**src/logic/respSlot.sv**
```systemverilog
`timescale 1ns/1ps
`default_nettype none

module respSlot #(
    parameter type payloadT = logic [31:0]
) (
    input  logic    clk,
    input  logic    rst,
    input  logic    i_push,
    input  payloadT i_payload,
    output logic    o_valid,
    output payloadT o_payload,
    input  logic    i_ready,
    output logic    o_full
);

    // an incoming push already counts as occupied
    assign o_full = o_valid || i_push;

    always_ff @(posedge clk) begin
        if (rst) begin
            o_valid <= 1'b0;
        end else if (i_push) begin
            o_valid <= 1'b1;
        end else if (o_valid && i_ready) begin
            o_valid <= 1'b0;
        end
    end

    always_ff @(posedge clk) begin
        if (i_push) begin
            o_payload <= i_payload;
        end
    end

endmodule

`default_nettype wire

```
**config.mk**
```make
export PLATFORM = sky130hd
export DESIGN_NAME = respSlot
export DESIGN_NICKNAME = d
export VERILOG_FILES = /design/src/logic/respSlot.sv
export SDC_FILE = /design/constraint.sdc
export NUM_CORES = 1
export LEC_CHECK = 0
export BUFFER_PORTS_ARGS = -buffer_cell sky130_fd_sc_hd__clkbuf_2
export CAP_MARGIN = 20
export CORE_MARGIN = 2
export CORE_UTILIZATION = 30
export CTS_CLUSTER_DIAMETER = 80
export DETAILED_ROUTE_END_ITERATION = 10
export PLACE_DENSITY = 0.69
export SYNTH_ARGS = -nofsm -noshare
export SYNTH_HDL_FRONTEND = slang
export SYNTH_SLANG_ARGS = --single-unit
```
**constraint.sdc**
```tcl
create_clock -name clk -period 1.4 [get_ports clk]
set_input_delay 0 -clock clk [delete_from_list [all_inputs] [get_ports clk]]
set_output_delay 0 -clock clk [all_outputs]
set_load 0.02 [all_outputs]
```
Word-level counts from Yosys, hierarchy flattened

Index checks and enable logic that the tools add are counted.

Register bits after elaboration: 33
Input bits: 36
Output and inout port bits: 34
Word-level logic and storage cells: 7

Muxes and demuxes: 2
Reduce and logical (&&, ||, !) cells: 3

Operators with widths:

| operator          | count |
|---|---|
| $mux 1            | 2 |
| $reduce_bool 2->1 | 1 |
| $logic_and 1x1->1 | 1 |
| $logic_or 1x1->1  | 1 |

Depth between registers and ports, before layout

Depth after elaboration: 3
Depth in mapped cells: 2
Depth with buffers taken out: 2

Least setup slack after synthesis

OpenSTA, ideal clock, no wires.

Path kind: register to register
From: register o_valid
To: register o_valid
Setup time: 66 ps
Arrival: 642 ps
Data required time: 1334 ps
Setup slack: 692 ps
Stages on the path, launching flop included: 3
Path buffers: 0
Cells stage by stage: dfxtp_1 nand2b_1 a21oi_2

Longest elaborated chain between the ends: 2

RTL lines:

| what                        | line | RTL |
|---|---|---|
| start, declared             | 11   | `output logic o_valid,` |
| start signal, assigned      | 22   | `o_valid <= 1'b0;` |
| start signal, assigned      | 24   | `o_valid <= 1'b1;` |
| start signal, assigned      | 26   | `o_valid <= 1'b0;` |
| $logic_and 1x1->1           | 25   | `end else if (o_valid && i_ready) begin` |
| $reduce_bool 2->1 (no line) | n/a  |  |

Every way passes these cells.
A chain may end at the register's enable or synchronous reset.

Worst setup path after layout

Ends and elaborated chain as after synthesis.

==> results by group <==
Die
  – Die width: 61.91 um
  – Die ar.: 3832 sq um
  – Site row count: 21
  – Num ports: 70
  – Die Ht: 61.91 um
  – Initial Utilization: 30.63%
  – Core area: 3284 sq um

Clocking
  – Post-CTS Repair Setup Buffers: 0
  – Worst skew pair latency: 320 ps
  – CTS Hold Bufs: 34
  – CTS H-Tree Depth: 2
  – Post-cts resize count: 0
  – Clk sinks: 33
  – Root Driver: clkbuf_4
  – Clock-pin slew on the worst setup and hold paths: 100 ps
  – CTS tree: yes
  – CTS Buf Count: 5
  – Maximum buffer depth of the clock tree: 2

GRT
  – GRT Total Usage: 11.45%
  – Largest net degree at the start of global routing: 19
  – Number of global-route vias before repair: 748
  – First-pass GRT wire length: 3008 um
  – Antenna violations before repair: 0
  – Grt ovf: 0

Timing
  – Worst-margin pin slew: 218.5 ps
  – Final Cycle Share: 83.32%
  – Hold Violations, Final: 0
  – Clock skew: 0 ps
  – Fin Setup TNS: 0 ps
  – Final setup violating endpoints: 0
  – Min setup slack post-route: 233.5 ps
  – Clock period minus worst slack: 1167 ps
  – Max Freq: 857.2 MHz
  – RSZ-0062 raised after global routing: false
  – Slew HR: 85.44%
  – Final Max Slew Viols: 0

Detailed routing
  – Total Wirelength: 2121 um
  – Vias: 749
  – Via/cell ratio: 3.821
  – DRC: 0
  – Iter 0 DRT Violations: 13
  – Wire length per cell: 10.82 um
  – Pre-Repair DR Iteration Count: 4
  – ANT nets after route: 0

Cells and area
  – Area grow syn2layout: 82.34%
  – Commonest non-fill, non-tap cells in the layout: clkbuf_2 (69), dlygate4sd3_1 (34), edfxtp_1 (32)
  – Share of post-route cells with drive strength above 1: 53.33%
  – Final Cell Area: 1834 sq um
  – Nets: 185
  – Antenna Cells: 0
  – Most common cell after layout, fill and taps aside: clkbuf_2

Yosys
  – YS warnings: 0
  – Synth cell types: 6
  – Post-Syn Area: 1006 sq um
  – Average size of a mapped cell: 27.19 sq um
  – Post-synth net total: 73
  – Leading area contributor after synthesis: edfxtp_1
  – Yosys reg bits: 33
  – Share of the synthesized area in the top cell type: 95.52%
  – Area contributors post-synth: edfxtp_1 (96%), dfxtp_1 (2.0%), a21oi_2 (0.87%), nand2b_1 (0.62%), or2_1 (0.62%)
  – Synth Instances: 37
  – Sequential area share after synthesis: 97.51%

Power
  – Pwr Density: 1143 nW/um^2
  – Total chip power: 0.002097 W
  – Peak supply drop: 0.6043 mV
  – Leakage: 0.8135 nW

Critical path
  – Worst setup EP type: flop
  – CP max FO: 3
  – Crit path launch type: flop
  – Required time worst endpoint: 1670 ps
  – Crit path DAT: 1440 ps
  – Critical path class: reg -> reg

Placed design
  – Routability cong.: 0.6336
  – Placed Area: 1424 sq um
  – DP HPWL: 1418 um
  – Port bufs: 69
  – DP Worst Slack: 730.2 ps

Job
  – MaxCap Viol Count: 0

Worst hold path
  – Worst hold path class: in -> reg

Outcome
  – Status: completed
[flip-flops by register name, summed over array words and instances (netlist names)]
| signal | cells |
|---|---|
| o_valid | 1 |
| o_payload | 32 |
[layout make-up]
type,instances,area [sq um]
fill,275,1450
clock buffer,7,65.06
timing repair buffer,105,700.7
sequential,33,980.9
multi-input combinational,3,21.27
clock inverter,1,5.005
tap,46,57.56
inverter,1,3.754
[per-layer routing]
metal	global-route usage [%]	up-vias	wire length, um
li1	-	371	-
met1	10.80	329	749
met2	21.20	47	1152
met3	6.004	2	202
met4	3.647	0	17
met5	0	-	0
[path summary, 6_finish.rpt]
kind                         from                      to  slack [ps]  cells after the start
min reg2reg  o_valid$_SDFFE_PP0P_    o_valid$_SDFFE_PP0P_        1070                      3
max reg2reg  o_valid$_SDFFE_PP0P_    o_valid$_SDFFE_PP0P_         230                      3
max          o_valid$_SDFFE_PP0P_    o_valid$_SDFFE_PP0P_         230                      3
min                        i_push  o_payload[4]$_DFFE_PP_         140                      2
[cells in the mapped netlist]
cell       n
a21oi_2    1
dfxtp_1    1
inv_1      1
or2_1      1
edfxtp_1  32
nand2b_1   1
[logic make-up (layout without fill, tap and decap cells)]
family | Yosys count | count (layout) | share of synthesized area [%]
buffers and inverters | 1 | 114 | 0.3728
DFF | 33 | 33 | 97.51
AOI/OAI and AO/OA | 1 | 1 | 0.8708
and+or+nand+nor | 2 | 2 | 1.245
[per-stage QoR]
stage          hold slack [ps]  utilization (%)  instances
2_1_floorplan            62.44                -         37
3_3_place_gp             161.7            43.35        154
3_5_place_dp             167.5            43.35        154
4_1_cts                  122.1            55.85        196
5_1_grt                  140.1            55.85        196
6_report                 135.5            55.85        196
[power breakdown]
part | internal [W] | switching, W
logic | 0.000151 | 0.000171
clock network | 0.000291 | 0.000298
registers | 0.00117 | 0.0000190
total | 0.00161 | 0.000488
[critical path, stage by stage, from the launching register on]
cell           delay (ps)
dfxtp_1               360
nand2b_1               70
a21oi_2               120
dlygate4sd3_1         560
Note: power is estimated with default switching activity, not from simulation.
