`src/common/mem_consts.svh`:
```
`ifndef MEM_CONSTS_SVH
`define MEM_CONSTS_SVH

// byte address into the shared RAM
`define MEM_ADDR_W 12
`define MEM_DEPTH 4096

// length codes carry the byte count directly
`define LEN_W 3
`define LEN_BYTE 3'd1
`define LEN_HALF 3'd2
`define LEN_WORD 3'd4

// a fetch always reads one full word
`define FETCH_BYTES 3'd4

`endif
```
`src/common/memPkg.sv`:
```
`default_nettype none

package memPkg;

    `include "mem_consts.svh"

    typedef enum logic [1:0] {
        opFetch,
        opLoad,
        opStore
    } opKindT;

    // data port request, little-endian write data
    typedef struct packed {
        logic [`MEM_ADDR_W-1:0] addr;
        logic                   store;
        logic [`LEN_W-1:0]      len;
        logic [31:0]            wrData;
    } dataReqT;

    typedef struct packed {
        logic [`MEM_ADDR_W-1:0] addr;
    } fetchReqT;

    // operation held by decode while the sequencer runs it
    typedef struct packed {
        opKindT                 kind;
        logic [`MEM_ADDR_W-1:0] addr;
        logic [`LEN_W-1:0]      len;
        logic [31:0]            wrData;
    } memOpT;

    typedef struct packed {
        logic [31:0] rdData;
        logic        storeAck;
    } dataRespT;

    typedef logic [31:0] instT;

endpackage

`default_nettype wire

```
`src/memctrl/memResultRouter.sv`:
```
`timescale 1ns/1ps
`default_nettype none

`include "mem_consts.svh"

module memResultRouter (
    input  logic             clk,
    input  logic             rst,
    input  logic             i_opDone,
    input  logic [31:0]      i_word,
    input  memPkg::memOpT    i_doneOp,
    output logic             o_instPush,
    output memPkg::instT     o_inst,
    output logic             o_dataPush,
    output memPkg::dataRespT o_dataResp
);
    import memPkg::*;

    logic     isFetch;
    logic     isStore;
    dataRespT shapedResp;

    assign isFetch = (i_doneOp.kind == opFetch);
    assign isStore = (i_doneOp.kind == opStore);

    // zero-extend loads, stores only acknowledge
    always_comb begin
        shapedResp.storeAck = isStore;
        if (isStore) begin
            shapedResp.rdData = '0;
        end else begin
            case (i_doneOp.len)
                `LEN_BYTE: shapedResp.rdData = {24'd0, i_word[7:0]};
                `LEN_HALF: shapedResp.rdData = {16'd0, i_word[15:0]};
                `LEN_WORD: shapedResp.rdData = i_word;
                default:   shapedResp.rdData = i_word;
            endcase
        end
    end

    always_ff @(posedge clk) begin
        if (rst) begin
            o_instPush <= 1'b0;
            o_dataPush <= 1'b0;
        end else begin
            o_instPush <= i_opDone && isFetch;
            o_dataPush <= i_opDone && !isFetch;
        end
    end

    always_ff @(posedge clk) begin
        if (i_opDone) begin
            o_inst     <= i_word;
            o_dataResp <= shapedResp;
        end
    end

endmodule

`default_nettype wire

```
`config.mk`:
```
export PLATFORM = sky130hd
export DESIGN_NAME = memResultRouter
export DESIGN_NICKNAME = d
export VERILOG_FILES = /design/src/common/memPkg.sv /design/src/memctrl/memResultRouter.sv
export VERILOG_INCLUDE_DIRS = /design/src /design/src/common
export SDC_FILE = /design/constraint.sdc
export NUM_CORES = 1
export LEC_CHECK = 0
export ABC_AREA = 1
export BUFFER_PORTS_ARGS = -buffer_cell sky130_fd_sc_hd__buf_2
export CORE_ASPECT_RATIO = 0.5
export CORE_MARGIN = 2
export CORE_UTILIZATION = 42
export CTS_CLUSTER_DIAMETER = 150
export CTS_CLUSTER_SIZE = 16
export DETAILED_ROUTE_END_ITERATION = 8
export PLACE_DENSITY = 0.9
export SLEW_MARGIN = 20
export SYNTH_ARGS = -nofsm -noshare
export SYNTH_HDL_FRONTEND = slang
export SYNTH_SLANG_ARGS = --single-unit
```
`constraint.sdc`:
```
create_clock -name clk -period 1.4 [get_ports clk]
set_clock_uncertainty 0.2 [all_clocks]
set_input_delay 0.35 -clock clk [delete_from_list [all_inputs] [get_ports clk]]
set_output_delay 0.35 -clock clk [all_outputs]
set_load 0.02 [all_outputs]
```
Yosys cells after proc, flatten, opt, wreduce, memory -nomap -nowiden --
Index checks and enable logic that the tools add are counted.
Operators by class: equal/unequal tests 3, reduce and logical (&&, ||, !) cells 4, mux-type cells 1
Operators by type and width (number):
- case mux 32 bit (2 select lines) | 1
- == test 3 x 1 -> 1 bit (second input constant) | 1
- == test 3 x 2 -> 1 bit (second input constant) | 1
- == test 2 bit (second input constant) | 1
- logical AND 1 bit | 2
- logical NOT 2 bit | 1
- logical NOT 1 bit | 1
Word-level totals: output and inout bits 67, word-level logic and storage cells 13, bits in registers 67

Longest topological paths before layout --
word-level depth 3, mapped depth 5

Least setup slack after synthesis --
OpenSTA, ideal clock, no wires.
path kind input to register, start input i_doneOp[34] in the netlist's numbering, end register o_dataResp[22] in the netlist's numbering, data pin, arrival 793 ps, library setup time 252 ps, stages on the path 5, slack 156 ps, path through inv_1 -> nand3_2 -> nand2_4 -> buf_6 -> nor2_2
On the way: cells in the longest elaborated chain, start to end 2, elaborated cells between the ends (all ways) 3
RTL lines:
- start: declaration | line memResultRouter.sv:11 | input memPkg::memOpT i_doneOp,
- == test 3 x 2 -> 1 bit / == test 3 x 1 -> 1 bit (equally long branches) | line memResultRouter.sv:32 | case (i_doneOp.len)
- case mux 32 bit (2 select lines) * | line memResultRouter.sv:32
- end signal: assignment | line memResultRouter.sv:54 | o_dataResp <= shapedResp;
- end: declaration | line memResultRouter.sv:15 | output memPkg::dataRespT o_dataResp
Mark *: on every way between the ends. The rest lies on a longest branch, timed or not. A chain may end at the register's enable or synchronous reset.

Final worst setup path --
start register o_dataResp[23] in the netlist's numbering, end output o_dataResp[23] in the netlist's numbering
No word-level cell between the ends.

==> results.json <==
{
  "crit_type": "reg -> out",
  "io_buffers": 106,
  "mostFrequentLayoutCells": "buf_2 (66), edfxtp_1 (65), buf_6 (40)",
  "slew-limit-headroom": 0.8010,
  "worst-path-stages": 1,
  "drt-total-wl_um": 5659,
  "die-area_mm2": 0.006308,
  "path_cells": "buf_6",
  "num-nets-final": 349,
  "antenna_found_initial": 0,
  "netlist_instances": 148,
  "drt_iter0_markers": 126,
  "slowest_delay_ns": 0.42,
  "via_per_inst": 4.684,
  "violations": "setup timing",
  "grt_pass1_wl_um": 7514,
  "final_area_mm2": 0.003535,
  "grt_pass1_vias": 1566,
  "htree_levels": 3,
  "layout_commonest_cell": "buf_2",
  "startpoint_type": "flip-flop",
  "ys_top_cells_by_area": "edfxtp_1 (82%), nand2_1 (4.0%), nor2_1 (3.8%)",
  "overflow": 0,
  "cts_root_buf": "clkbuf_16",
  "min_period_ns": 1.453,
  "final_cells": 342,
  "ys_seq_elements": 67,
  "syn_area_mm2": 0.002375,
  "worst-path-max-fanout": 1,
  "ioPinCount": 151,
  "start_util": 0.4343,
  "end_kind": "primary output",
  "synth.top_cell.area_share": 0.8219,
  "worst_pin_slew_ns": 0.2983,
  "dp.cells": 327,
  "power.internal_mw": 4.038,
  "die_height_um": 57.17,
  "status": "finished with violations",
  "synth_top_cell_by_area": "edfxtp_1",
  "grt_max_degree": 30,
  "fmax_ghz": 0.6881,
  "antenna_cells": 0,
  "seq_area_frac_synth": 0.8388,
  "grt_usage": 0.1661,
  "vias": 1602,
  "ys.warnings.count": 0,
  "p_leak_nw": 1.548,
  "syn_nets": 232,
  "fin_ws_ns": -0.05319,
  "cts_buffer_depth": 2,
  "endpoint": "o_dataResp[23]",
  "synth.distinct_cells": 11,
  "timing.hold.ws_ns": 0.007541,
  "post_cts_buffers": 0,
  "finalSetupViolations": 18,
  "swShare": 0.2310,
  "critical_path_required_ns": 0.85,
  "post-route-period-util": 1.038,
  "row_count": 19,
  "hpwl_um": 3545,
  "cts.sinks": 67,
  "hold_viol": 0,
  "fin_setup_tns_ns": -0.2844,
  "cap_violations": 0,
  "whs_path_depth": 2,
  "gp_congestion": 0.7831,
  "switching_power_mw": 1.213,
  "totalPowerFinal_mw": 5.252,
  "ir_drop_uv": 707.8,
  "core_area_mm2": 0.005468,
  "drc": 0,
  "cts.clk_slew.worst_paths_ns": 0.05,
  "path_buf_inv": 1,
  "cts_tree": "yes",
  "syn2layout_area_growth_pct": 48.84,
  "p_per_area_mw_per_mm2": 1486,
  "ant_nets": 0,
  "dpl_cell_area_mm2": 0.003010,
  "slew_viol_final": 0,
  "die_x_um": 110.3,
  "critical_path.startpoint": "o_dataResp[23]",
  "seqPwrFrac": 0.469,
  "drive_gt1_frac": 0.4981,
  "critPathTopFamily": "flip-flops",
  "ctsHoldBuffers": 0,
  "power.share.clock": 0.393,
  "numCtsBuffers": 9,
  "comb_power_share": 0.138,
  "dr.pass1.iters": 4,
  "wire_per_inst_um": 16.55,
  "syn_avg_cell_area_um2": 16.05,
  "slowest_stage": "edfxtp_1",
  "hp-class": "in -> reg",
  "critPathArrivalTime_ns": 0.90,
  "rsz0062_at_grt": "yes"
}
## metal layers
layer / vias up / part of all wire / track usage
met4: 0 / 0.033 / 0.09643
met5: - / 0 / 0
met3: 14 / 0.051 / 0.05829
li1: 737 / - / -
met2: 53 / 0.57 / 0.2910
met1: 798 / 0.35 / 0.1752
## per-stage QoR
| stage | utilization | setup WS, ns |
|---|---|---|
| finish | 0.6465 | -0.05319 |
| global route | 0.6465 | -0.07125 |
| CTS | 0.6167 | -0.03398 |
| detailed placement | 0.5506 | -0.07798 |
| global placement | 0.5506 | -0.02586 |
| floorplan | - | 0.1556 |
## final cells by class
cell class	count	area [um2]
flip-flops and latches	67	1992
fillers	357	1933
repair buffers	109	828.3
multi-input cells	64	296.5
clock buffers	10	229.0
well taps	73	91.34
inverters	14	52.55
clock inverters	5	45.04
## power by group through the flow
stage	clock [mW]	combinational [mW]	sequential, mW
floorplan	0	0.0994	2.69
global placement	0	0.586	2.46
detailed placement	0	0.608	2.47
CTS	2.06	0.648	2.44
global route	2.17	0.763	2.47
finish	2.06	0.727	2.46
## what timing repair did
action	4_1_cts	5_1_grt
setup endpoints to repair	22	55
gates cloned	0	0
pin swaps	0	0
gates resized for setup	28	53
## registers in the layout, indices dropped and copies added (netlist names)
name / count
o_inst: 32
o_dataResp: 33
o_dataPush: 1
o_instPush: 1
## worst min path at each step
stage               start         end
floorplan             rst  o_instPush
global placement      rst  o_instPush
detailed placement    rst  o_instPush
CTS                   rst  o_instPush
global route          rst  o_instPush
finish                rst  o_instPush
## cells by family (layout without fill, tap and decap cells)
group / Yosys count / in the layout / share of synthesized area
buf+inv: 17 / 138 / 0.03635
flops: 67 / 67 / 0.8388
simple gates: 64 / 64 / 0.1249
## synthesized netlist by cell type
cell	number
inv_1	13
edfxtp_1	65
nand3_2	2
inv_2	1
nor2_2	10
dfxtp_1	2
buf_6	3
nand2_1	25
nor3b_1	1
nor2_1	24
nand2_4	2
No activity file was read; power rests on OpenSTA's default activity.
