File: src/common/mem_consts.svh
`ifndef MEM_CONSTS_SVH
`define MEM_CONSTS_SVH

// byte address into the shared RAM
`define MEM_ADDR_W 12
`define MEM_DEPTH 4096

// length codes carry the byte count directly
`define LEN_W 3
`define LEN_BYTE 3'd1
`define LEN_HALF 3'd2
`define LEN_WORD 3'd4

// a fetch always reads one full word
`define FETCH_BYTES 3'd4

`endif
File: src/common/memPkg.sv
`default_nettype none

package memPkg;

    `include "mem_consts.svh"

    typedef enum logic [1:0] {
        opFetch,
        opLoad,
        opStore
    } opKindT;

    // data port request, little-endian write data
    typedef struct packed {
        logic [`MEM_ADDR_W-1:0] addr;
        logic                   store;
        logic [`LEN_W-1:0]      len;
        logic [31:0]            wrData;
    } dataReqT;

    typedef struct packed {
        logic [`MEM_ADDR_W-1:0] addr;
    } fetchReqT;

    // operation held by decode while the sequencer runs it
    typedef struct packed {
        opKindT                 kind;
        logic [`MEM_ADDR_W-1:0] addr;
        logic [`LEN_W-1:0]      len;
        logic [31:0]            wrData;
    } memOpT;

    typedef struct packed {
        logic [31:0] rdData;
        logic        storeAck;
    } dataRespT;

    typedef logic [31:0] instT;

endpackage

`default_nettype wire

File: src/memctrl/memRequestDecode.sv
`timescale 1ns/1ps
`default_nettype none

`include "mem_consts.svh"

module memRequestDecode (
    input  logic             clk,
    input  logic             rst,
    input  logic             i_hold,
    input  logic             i_fetchValid,
    input  memPkg::fetchReqT i_fetchReq,
    input  logic             i_dataValid,
    input  memPkg::dataReqT  i_dataReq,
    input  logic             i_opBusy,
    input  logic             i_instFull,
    input  logic             i_dataFull,
    output logic             o_fetchReady,
    output logic             o_dataReady,
    output logic             o_opStart,
    output memPkg::memOpT    o_op
);
    import memPkg::*;

    logic  canAccept;
    memOpT nextOp;

    assign canAccept = !i_opBusy && !i_hold;

    // data port has priority, a full slot only blocks its own port
    assign o_dataReady  = canAccept && i_dataValid && !i_dataFull;
    assign o_fetchReady = canAccept && i_fetchValid && !i_instFull && !o_dataReady;

    always_comb begin
        nextOp = '0;
        if (o_dataReady) begin
            nextOp.kind   = i_dataReq.store ? opStore : opLoad;
            nextOp.addr   = i_dataReq.addr;
            nextOp.len    = i_dataReq.len;
            nextOp.wrData = i_dataReq.wrData;
        end else begin
            nextOp.kind = opFetch;
            nextOp.addr = i_fetchReq.addr;
            nextOp.len  = `FETCH_BYTES;
        end
    end

    always_ff @(posedge clk) begin
        if (rst) begin
            o_opStart <= 1'b0;
        end else if (!i_hold) begin
            o_opStart <= o_dataReady || o_fetchReady;
        end
    end

    // stays put until the next accept
    always_ff @(posedge clk) begin
        if (o_dataReady || o_fetchReady) begin
            o_op <= nextOp;
        end
    end

endmodule

`default_nettype wire

File: config.mk
export PLATFORM = sky130hd
export DESIGN_NAME = memRequestDecode
export DESIGN_NICKNAME = d
export VERILOG_FILES = /design/src/common/memPkg.sv /design/src/memctrl/memRequestDecode.sv
export VERILOG_INCLUDE_DIRS = /design/src /design/src/common
export SDC_FILE = /design/constraint.sdc
export NUM_CORES = 1
export LEC_CHECK = 0
export BUFFER_PORTS_ARGS = -buffer_cell sky130_fd_sc_hd__buf_2
export CAP_MARGIN = 0
export CORE_MARGIN = 4
export CORE_UTILIZATION = 43
export DETAILED_ROUTE_END_ITERATION = 10
export GPL_TIMING_DRIVEN = 0
export PLACE_DENSITY = 0.8
export RECOVER_POWER = 25
export SLEW_MARGIN = 20
export SYNTH_ARGS = -nofsm -noshare
export SYNTH_HDL_FRONTEND = slang
export SYNTH_SLANG_ARGS = --single-unit
export TNS_END_PERCENT = 10
File: constraint.sdc
create_clock -name clk -period 2.6 [get_ports clk]
set_input_delay 0.13 -clock clk [delete_from_list [all_inputs] [get_ports clk]]
set_output_delay 0.13 -clock clk [all_outputs]
set_load 0.01 [all_outputs]
* Yosys cells after proc, flatten, opt, wreduce, memory -nomap -nowiden
Index checks and enable logic that the tools add are counted.
** Storage, ports and cells
- Latch bits :: 0
- Bits in writable memories :: 0
- Register bits after elaboration :: 50
- Memories kept :: 0
- Bits in read-only memories :: 0
** Cells by class
- $add $sub $neg :: 0
- Div/mod/pow operators :: 0
- Order comparisons :: 0
- Bitwise operators :: 0
- Reductions and logical operators :: 12
- Eq/ne operators :: 0
- Mux-type cells :: 2
- Shift operators :: 0
- Multipliers :: 0
** Operators with widths (number)
- 15-bit 2-to-1 mux :: 1
- 1-bit logical AND :: 6
- 1-bit zero test :: 5
- 2-bit 2-to-1 mux :: 1
- 1-bit logical OR :: 1

* Logic depth before layout (Yosys ltp)
Gate-level depths: netlist (run 1).
- Depth after elaboration :: 7
- Gate-level depth with buffers :: 5
- Gate-level depth less buffers :: 3

* Worst setup path before layout (run 1)
Ideal clock, no wire load.
- Path kind :: input to register
- From :: input port i_hold
- To :: register o_op[0] (netlist bit) (enable)
- Arrival :: 1589 ps
- Cell stages on the path :: 4
- Data required time :: 2197 ps
- Setup slack :: 608 ps
- Buffers on the path :: 1
- Cell sequence :: nor2_1 clkbuf_1 o21ai_0 inv_1
** Between the ends
- Longest elaborated chain between the ends :: 7
- Elaborated cells between the ends (all ways) :: 9
- Classes of those cells :: 9 x reduce/logical
** Ends and longest elaborated chain
- from (decl) :: RTL line memRequestDecode.sv:9 : input logic i_hold,
- 1-bit zero test (*)
- 1-bit logical AND (*) :: RTL line memRequestDecode.sv:27 : assign canAccept = !i_opBusy && !i_hold;
- 1-bit logical AND (2 in series) :: RTL line memRequestDecode.sv:30 : assign o_dataReady = canAccept && i_dataValid && !i_dataFull;
- 1-bit zero test :: RTL line memRequestDecode.sv:31 : assign o_fetchReady = canAccept && i_fetchValid && !i_instFull && !o_dataReady;
- 1-bit logical AND :: RTL line memRequestDecode.sv:31
- 1-bit logical OR (*) :: RTL line memRequestDecode.sv:57 : if (o_dataReady || o_fetchReady) begin
- to (signal assigned) :: RTL line memRequestDecode.sv:58 : o_op <= nextOp;
- to (decl) :: RTL line memRequestDecode.sv:20 : output memPkg::memOpT o_op
Mark *: on every way between the ends. The rest lies on a longest branch, timed or not.
A chain may end at the register's enable or synchronous reset.

* Worst setup path after layout (run 1)
- From :: input port i_dataFull
- To :: output port o_dataReady
** Between the ends
- Longest elaborated chain between the ends :: 2
** Ends and longest elaborated chain
- from (decl) :: RTL line memRequestDecode.sv:16 : input logic i_dataFull,
- 1-bit zero test :: RTL line memRequestDecode.sv:30
- 1-bit logical AND :: RTL line memRequestDecode.sv:30
- to (decl) :: RTL line memRequestDecode.sv:18 : output logic o_dataReady,
Every way passes these cells.

==> results of run 1 <==
[final cells by class]
type / count / area, µm² / share of cell area [%]
multi-input combinational: 57 / 438 / 16.1
buffer: 10 / 37.5 / 1.38
inverter: 1 / 3.75 / 0.138
sequential: 50 / 1490 / 54.9
clock buffer: 5 / 68.8 / 2.53
tap: 52 / 65.1 / 2.40
timing repair buffer: 121 / 594 / 21.9
clock inverter: 3 / 16.3 / 0.599
[logic make-up after synthesis]
family | count (synthesis)
AO/OA/AOI/OAI | 2
buffers and inverters | 11
flip-flops | 50
multiplexers | 12
AND/OR/NAND/NOR | 43
[report_power, final]
| part | leakage (nW) | switching, mW | total, mW | internal (mW) |
|---|---|---|---|---|
| clock | 0.0416 | 0.240 | 0.425 | 0.184 |
| sequential | 0.400 | 0.00865 | 0.929 | 0.920 |
| combinational | 0.708 | 0.0810 | 0.162 | 0.0807 |
[worst max-delay path: stages]
cell and delay [ns]:
buf_2 0.10, nor2b_1 0.13, and2_0 0.14, clkbuf_1 0.25, clkbuf_1 0.55, buf_2 0.25
[synthesized netlist by cell type, types with 2 or more instances]
| library cell | number |
|---|---|
| clkbuf_1 | 8 |
| edfxtp_1 | 49 |
| mux2_2 | 5 |
| and3_1 | 35 |
| nor2b_1 | 2 |
| mux2_4 | 7 |
[registers in the layout, summed over array words and instances, names as in the netlist]
| signal | cells |
|---|---|
| o_opStart | 1 |
| o_op | 49 |
[through the flow]
step / TNS, ns / area [µm²] / instances
floorplan: 0 / 2000 / 118
global placement: -0.0838 / 2670 / 289
detailed placement: 0 / 2690 / 290
CTS: 0 / 2780 / 299
global route: 0 / 2720 / 299
finish: 0 / 2720 / 299
[worst min path at each step]
| stage | start | to | slack, ns |
|---|---|---|---|
| finish | i_dataReq[34] | o_op[34] | 0.09 |
| global route | i_dataReq[34] | o_op[34] | 0.09 |
| CTS | i_dataReq[34] | o_op[34] | 0.09 |
| detailed placement | rst | o_opStart | 0.32 |
| global placement | rst | o_opStart | 0.29 |
| floorplan | rst | o_opStart | 0.20 |
[layer usage]
metal | wire length (µm) | vias to the layer above
met3 | 296 | 9
met1 | 1750 | 643
met5 | 0 | -
li1 | - | 700
met2 | 2270 | 61
met4 | 93 | 0
==> impl_metrics.yaml, run 1 <==
power:
  peakVddDrop_mv: 0.259
  powerDensity_nw_per_um2: 558
  p_total_mw: 1.52
  leakage_nw: 1.15
timing:
  fin_worst_skew_ns: 0
  final-hold-violation-count: 0
  rsz0062_at_grt: "false"
  finalCritPeriodShare_pct: 64.4
  setup_viol: 0
  min_period_ns: 1.68
  fmax_ghz: 0.597
  slew_viol_final: 0
  tightestPinTransition_ns: 0.651
  slew_headroom_pct: 56.6
  fin_ws_ns: 0.925
  whs_ns: 0.0938
min_path:
  min_path_cells: 2
  hold_path.class: "in2reg"
logic_synthesis:
  yosys_warnings: 0
  synthTopCellsByArea: "edfxtp_1, and3_1, mux2_4, mux2_2, clkbuf_1"
  synth_seq_area_share_pct: 74.4
  synth_seq_cells: 50
  synth_cell_type_count: 18
  ys_async_sr_fraction_pct: 0
  synth_top_area_share_pct: 73.4
  synth_edf_count: 49
  syn_area_um2: 2000
  syn_inst: 118
  synthAdderAreaFrac_pct: 0
  synth.largest_area_cell: "edfxtp_1"
  synth_compound_area_share_pct: 0.499
  synth_top_family_by_area: "simple AND/OR/NAND/NOR gates"
  synthSimpleGateAreaFrac_pct: 13.8
  synth.net_count: 186
  synthFlopType: "edfxtp_1"
  synthXorXnorAreaFrac_pct: 0
  syn_area_per_cell_um2: 17.0
  synthMuxAreaShare_pct: 8.05
place:
  place_congestion: 0.728
  place_ws_ns: 0.653
  io_buffers: 119
  dp_hpwl_mm: 3.46
setup_path:
  cp-start-kind: "primary input"
  worstPathRequired_ns: 2.47
  rrSetupSlack_ns: 1.99
  worstSetupPathType: "in2out"
  cp.arrival_ns: 1.55
  r2r_start: "o_opStart"
  endpoint_kind: "output pin"
  r2r_end: "o_opStart"
  cp_max_fo: 10
  reg2reg_depth: 2
  endpoint: "o_dataReady"
  critPathLaunch: "i_dataFull"
final_layout:
  mostFrequentLayoutCell: "buf_2"
  area_growth_pct: 35.5
  final_cell_mix: "buf_2, edfxtp_1, clkbuf_1, and3_1, mux2_4"
  drive_above_1_share_pct: 46.6
  antennaDiodeCount: 0
  postLayoutCoreUtil_pct: 61.1
  fin_nets: 314
  fillers: 373
floorplan:
  ios: 120
  start_util_pct: 45.1
  rows: 24
  core_um2: 4440
  die_h_um: 76.3
  fp.dieW_um: 76.3
  fp.dieArea_um2: 5820
clock_tree:
  cts-hold-fix-buffers: 1
  tritoncts: "done"
  ctsResizeCount: 0
  ctsHtreeMaxLevel: 2
  cts_sinks: 50
  cts_setup_buffers: 0
  root_buffer: "clkbuf_8"
  cts_buffers: 5
  clockBufferDepth: 2
  cts.clk_slew.worst_paths_ns: 0.09
  insertion_delay_ns: 0.29
routing:
  drc_errors: 0
  avgViaCountPerCell: 4.73
  wl_mm: 4.41
  vias: 1413
  drtIter0Drc: 71
  wl_per_cell_um: 14.7
  detail-route-antenna-nets: 0
  dr.pass1.iters: 4
grt:
  grt_overflow: 0
  antenna_found_initial: 0
  grt_pass1_vias: 1430
  grtUsageMet2_pct: 26.3
  gr-usage-met3_pct: 3.31
  grt_max_degree: 30
  grt_pass1_wl_mm: 6.88
  grt_usage_pct: 14.9
  grtUsageMet1_pct: 17.4
  busiest_layer: "met2"
run_status:
  status: "completed"
run:
  maxCapViolCount: 0
Power figures use the tool's default switching activity.
==> run 2: changes to the inputs <==
==> constraint.sdc (replaced) <==
create_clock -name clk -period 1.7 [get_ports clk]
set_input_delay 0.085 -clock clk [delete_from_list [all_inputs] [get_ports clk]]
set_output_delay 0.085 -clock clk [all_outputs]
set_load 0.01 [all_outputs]
==> run 2 against run 1 <==
Compared with the run above: setup slack got worse by 0.92 ns; flip-flop and latch count did not move; total power rose by 65%; die area did not move; sequential share of layout area fell by 1.2 points; largest cell class unchanged; first-iteration DRC count rose by 15%; non-clock buffer count fell by 1; clock skew did not move; critical endpoint is now o_op[39]; register-to-register slack got worse by 0.87 ns; final cell count fell by 0.33%.
==> impl_metrics.yaml, run 2 (synthesized netlist as in run 1, its figures left out) <==
final_layout:
  final_cells: 298
  antennaDiodeCount: 0
  drive_above_1_share_pct: 51.6
  largest_register_ffs: 49
  fin_nets: 313
  area_growth_pct: 38.4
  final_cell_mix: "buf_2, edfxtp_1, and3_1"
  reg_top3: "o_op x49, o_opStart x1"
  mostFrequentLayoutCell: "buf_2"
  regMostFlops: "o_op"
  postLayoutCoreUtil_pct: 62.4
floorplan:
  start_util_pct: 45.1
  rows: 24
  core_um2: 4440
  fp.dieArea_um2: 5820
  die_h_um: 76.3
  ios: 120
  fp.dieW_um: 76.3
timing:
  rsz0062_at_grt: "true"
  min_period_ns: 1.70
  fin_ws_ns: 0.00463
  slew_viol_final: 0
  tightestPinTransition_ns: 1.01
  setup_viol: 0
  final-hold-violation-count: 0
  slew_headroom_pct: 32.6
  fmax_ghz: 0.590
  tns_ns: 0
  whs_ns: 0.0301
  finalCritPeriodShare_pct: 99.7
  fin_worst_skew_ns: 0
power:
  combPwrFrac_pct: 10.3
  p_switching_mw: 0.527
  leakage_nw: 1.17
  pwr-share-clk_pct: 32.9
  p_int_mw: 1.98
  peakVddDrop_mv: 0.524
  p_sw_share_pct: 21.0
  powerDensity_nw_per_um2: 903
  share_seq_of_total_power_pct: 56.8
place:
  io_buffers: 119
  dp_hpwl_mm: 3.51
  place_congestion: 0.768
  place_ws_ns: -0.518
  place_inst: 289
grt:
  grt_usage_pct: 16.5
  grt_pass1_vias: 1518
  grt_pass1_wl_mm: 7.52
  antenna_found_initial: 0
  grt_overflow: 0
  grt_max_degree: 50
setup_path:
  crit_chain: "buf_6 -> nor2b_4 -> buf_8 -> o21ai_4 -> clkinvlp_4"
  cp_max_fo: 49
  rrSetupSlack_ns: 1.12
  r2r_end: "o_opStart"
  cp-start-kind: "primary input"
  worstSetupPathType: "in2reg"
  max_stage_delay_ns: 0.82
  r2r_start: "o_opStart"
  reg2reg_depth: 2
  slowest_stage: "clkinvlp_4"
  worstPathRequired_ns: 1.43
  endpoint_kind: "flop"
  cp.arrival_ns: 1.43
clock_tree:
  cts_buffers: 5
  cts.clk_slew.worst_paths_ns: 0.10
  insertion_delay_ns: 0.30
  tritoncts: "done"
  root_buffer: "clkbuf_8"
  cts_sinks: 50
  ctsHtreeMaxLevel: 2
  clockBufferDepth: 2
routing:
  drc_errors: 0
  detail-route-antenna-nets: 0
  wl_per_cell_um: 15.7
  avgViaCountPerCell: 4.95
  vias: 1475
  dr.pass1.iters: 4
  drtIter0Drc: 82
  wl_mm: 4.69
min_path:
  hold_path.class: "in2reg"
  min_path_cells: 3
  min_from: "i_hold"
  hold_end: "o_opStart"
run:
  maxCapViolCount: 0
run_status:
  status: "completed"
-- run 2: changes by cell type in the layout (fill, tap and decap cells not counted), sizes merged --
cell	delta
buf	+9
bufinv	+1
clkbuf	-9
clkinv	-2
clkinvlp	+1
inv	-1
-- run 2: timing repair --
item | CTS | global route
gates resized for setup | 6 | 2
endpoints found under the hold margin | 1 | 0
setup buffers | 0 | 0
setup endpoints to repair | 49 | 49
hold buffers | 1 | 0
-- run 2: metal layers --
layer / track usage, % / wire length (µm) / vias to the layer above
li1: - / - / 697
met1: 18.6 / 1890 / 677
met2: 28.5 / 2220 / 95
met3: 6.97 / 527 / 6
met4: 4.89 / 50 / 0
met5: 0 / 0 / -
-- run 2: area by class of cell --
cell class / instances / area [µm²]
sequential: 50 / 1490
multi-input combinational: 57 / 459
clock inverter: 2 / 37.5
fill: 376 / 1670
timing repair buffer: 120 / 591
tap: 52 / 65.1
buffer: 10 / 50.0
inverter: 1 / 7.51
clock buffer: 6 / 72.6
-- run 2: critical path: cells and delay by family --
kind	cells	cell delay, ns
buffers and inverters	3	1.04
AOI/OAI and AO/OA	1	0.16
and+or+nand+nor	1	0.12
-- run 2: how the worst max path moves through the flow --
stage,startpoint,endpoint,depth (start not counted)
2_1_floorplan,i_dataValid,o_op[0],4
3_3_place_gp,i_dataValid,o_op[47],5
3_5_place_dp,i_dataValid,o_op[39],5
4_1_cts,i_dataValid,o_op[39],5
5_1_grt,i_dataValid,o_op[39],5
6_report,i_dataValid,o_op[39],5
-- run 2: power groups by stage --
stage               logic (mW)  registers, mW  clock network (mW)
floorplan               0.0798           1.48                   0
global placement         0.256           1.45                   0
detailed placement       0.260           1.45                   0
CTS                      0.269           1.42               0.838
global route             0.285           1.43               0.899
finish                   0.259           1.42               0.823
-- run 2: per-stage QoR --
step | power (mW) | area, µm²
6_report | 2.50 | 2770
4_1_cts | 2.53 | 2820
3_5_place_dp | 1.71 | 2670
2_1_floorplan | 1.56 | 2010
5_1_grt | 2.61 | 2770
3_3_place_gp | 1.70 | 2670
==> run 3: changes to the inputs <==
==> constraint.sdc (replaced) <==
create_clock -name clk -period 1.8 [get_ports clk]
set_input_delay 0.09 -clock clk [delete_from_list [all_inputs] [get_ports clk]]
set_output_delay 0.09 -clock clk [all_outputs]
set_load 0.01 [all_outputs]
==> run 3 against run 2 <==
Compared with the run above: combinational power decreased by 7%; clock skew unchanged; first-iteration DRC count increased by 8.5%; hold slack improved by 0.0095 ns; clock-buffer cell count decreased by 1; flip-flop and latch count unchanged; die area unchanged; routed wire length decreased by 3.5%; utilization decreased by 0.34 points; clock power decreased by 19%; design area decreased by 0.54%; critical path depth unchanged.
==> impl_metrics.yaml, run 3 (synthesized netlist as in run 1, its figures left out) <==
run_status:
  status: "completed"
grt:
  grt_max_degree: 50
  grt_pass1_vias: 1481
  grt_usage_pct: 15.8
  grt_pass1_wl_mm: 7.14
  antenna_found_initial: 0
  grt_overflow: 0
power:
  powerDensity_nw_per_um2: 815
  p_total_mw: 2.25
  peakVddDrop_mv: 0.469
  leakage_nw: 1.17
final_layout:
  register_area_um2: 1490
  reg_top3: "o_op x49, o_opStart x1"
  antennaDiodeCount: 0
  mostFrequentLayoutCell: "buf_2"
  drive_above_1_share_pct: 54.1
  final_area_um2: 2760
  area_growth_pct: 37.6
  final_cell_mix: "buf_2, edfxtp_1, and3_1"
  regMostFlops: "o_op"
  fillers: 365
  final_cells: 298
  largest_register_ffs: 49
  multi_input_area_um2: 459
  postLayoutCoreUtil_pct: 62.1
  fin_nets: 313
timing:
  tightestPinTransition_ns: 0.996
  whs_ns: 0.0396
  fin_ws_ns: 0.132
  fmax_ghz: 0.600
  slew_viol_final: 0
  finalCritPeriodShare_pct: 92.7
  tns_ns: 0
  rsz0062_at_grt: "true"
  min_period_ns: 1.67
  final-hold-violation-count: 0
  fin_worst_skew_ns: 0
  setup_viol: 0
  slew_headroom_pct: 33.5
setup_path:
  worstPathRequired_ns: 1.54
  worstSetupPathType: "in2reg"
  critPathTopFamily: "buffers and inverters"
  cp-start-kind: "primary input"
  path_common_cell: "buf_6"
  crit_chain: "buf_6 -> nor2b_4 -> buf_6 -> o21ai_4 -> clkinvlp_4"
  cp.arrival_ns: 1.41
  max_stage_delay_ns: 0.81
  crit_buf_inv: 3
  endpoint_kind: "flop"
  slowest_stage: "clkinvlp_4"
  rrSetupSlack_ns: 1.20
  cp_max_fo: 49
clock_tree:
  insertion_delay_ns: 0.30
  clockBufferDepth: 2
  cts_buffers: 5
  cts_sinks: 50
  cts.clk_slew.worst_paths_ns: 0.10
  ctsHtreeMaxLevel: 2
  cts_setup_buffers: 0
  root_buffer: "clkbuf_8"
  tritoncts: "done"
routing:
  wl_mm: 4.52
  avgViaCountPerCell: 4.78
  dr.pass1.iters: 4
  vias: 1424
  wl_per_cell_um: 15.2
  detail-route-antenna-nets: 0
  drtIter0Drc: 89
  drc_errors: 0
floorplan:
  core_um2: 4440
  start_util_pct: 45.1
  ios: 120
  rows: 24
  die_h_um: 76.3
  fp.dieW_um: 76.3
  fp.dieArea_um2: 5820
place:
  dp_hpwl_mm: 3.43
  place_inst: 289
  place_ws_ns: -0.474
  io_buffers: 119
  dpl_cell_area_um2: 2670
  place_congestion: 0.719
min_path:
  hold_path.class: "in2reg"
run:
  maxCapViolCount: 0
[run 3: final timing paths]
kind,from,to,cells after the start
max reg2reg,o_opStart,o_opStart,2
min,i_hold,o_opStart,3
min reg2reg,o_opStart,o_opStart,2
max,i_dataValid,o_op[37],5
[run 3: tightest hold or removal path: stages]
cell	delay (ns)
buf_2	0.10
nand2_1	0.05
a21oi_1	0.06
[run 3: area by class of cell]
class / count / share of cell area (%)
tap: 52 / 2.36
multi-input combinational: 57 / 16.6
buffer: 10 / 1.68
sequential: 50 / 54.1
clock inverter: 3 / 0.862
inverter: 1 / 0.272
clock buffer: 5 / 2.49
timing repair buffer: 120 / 21.6
[run 3: metal layers]
layer  track usage (%)  wire length (µm)  up-vias
li1                  -                 -      697
met1              16.8              1730      649
met2              29.2              2360       69
met3              3.90               333        9
met4              7.43               100        0
met5                 0                 0        -
[run 3: repair_timing]
item                                    in CTS  in global routing
cloned                                       0                  0
hold buffers                                 1                  0
resized for setup                            3                  6
hold endpoints to repair                     1                  0
endpoints found under the setup margin      49                 49
[run 3: power by group]
group	internal (mW)	total, mW	switching (mW)
clock network	0.278	0.664	0.385
registers	1.33	1.34	0.0120
logic	0.123	0.242	0.119
total	1.73	2.25	0.517
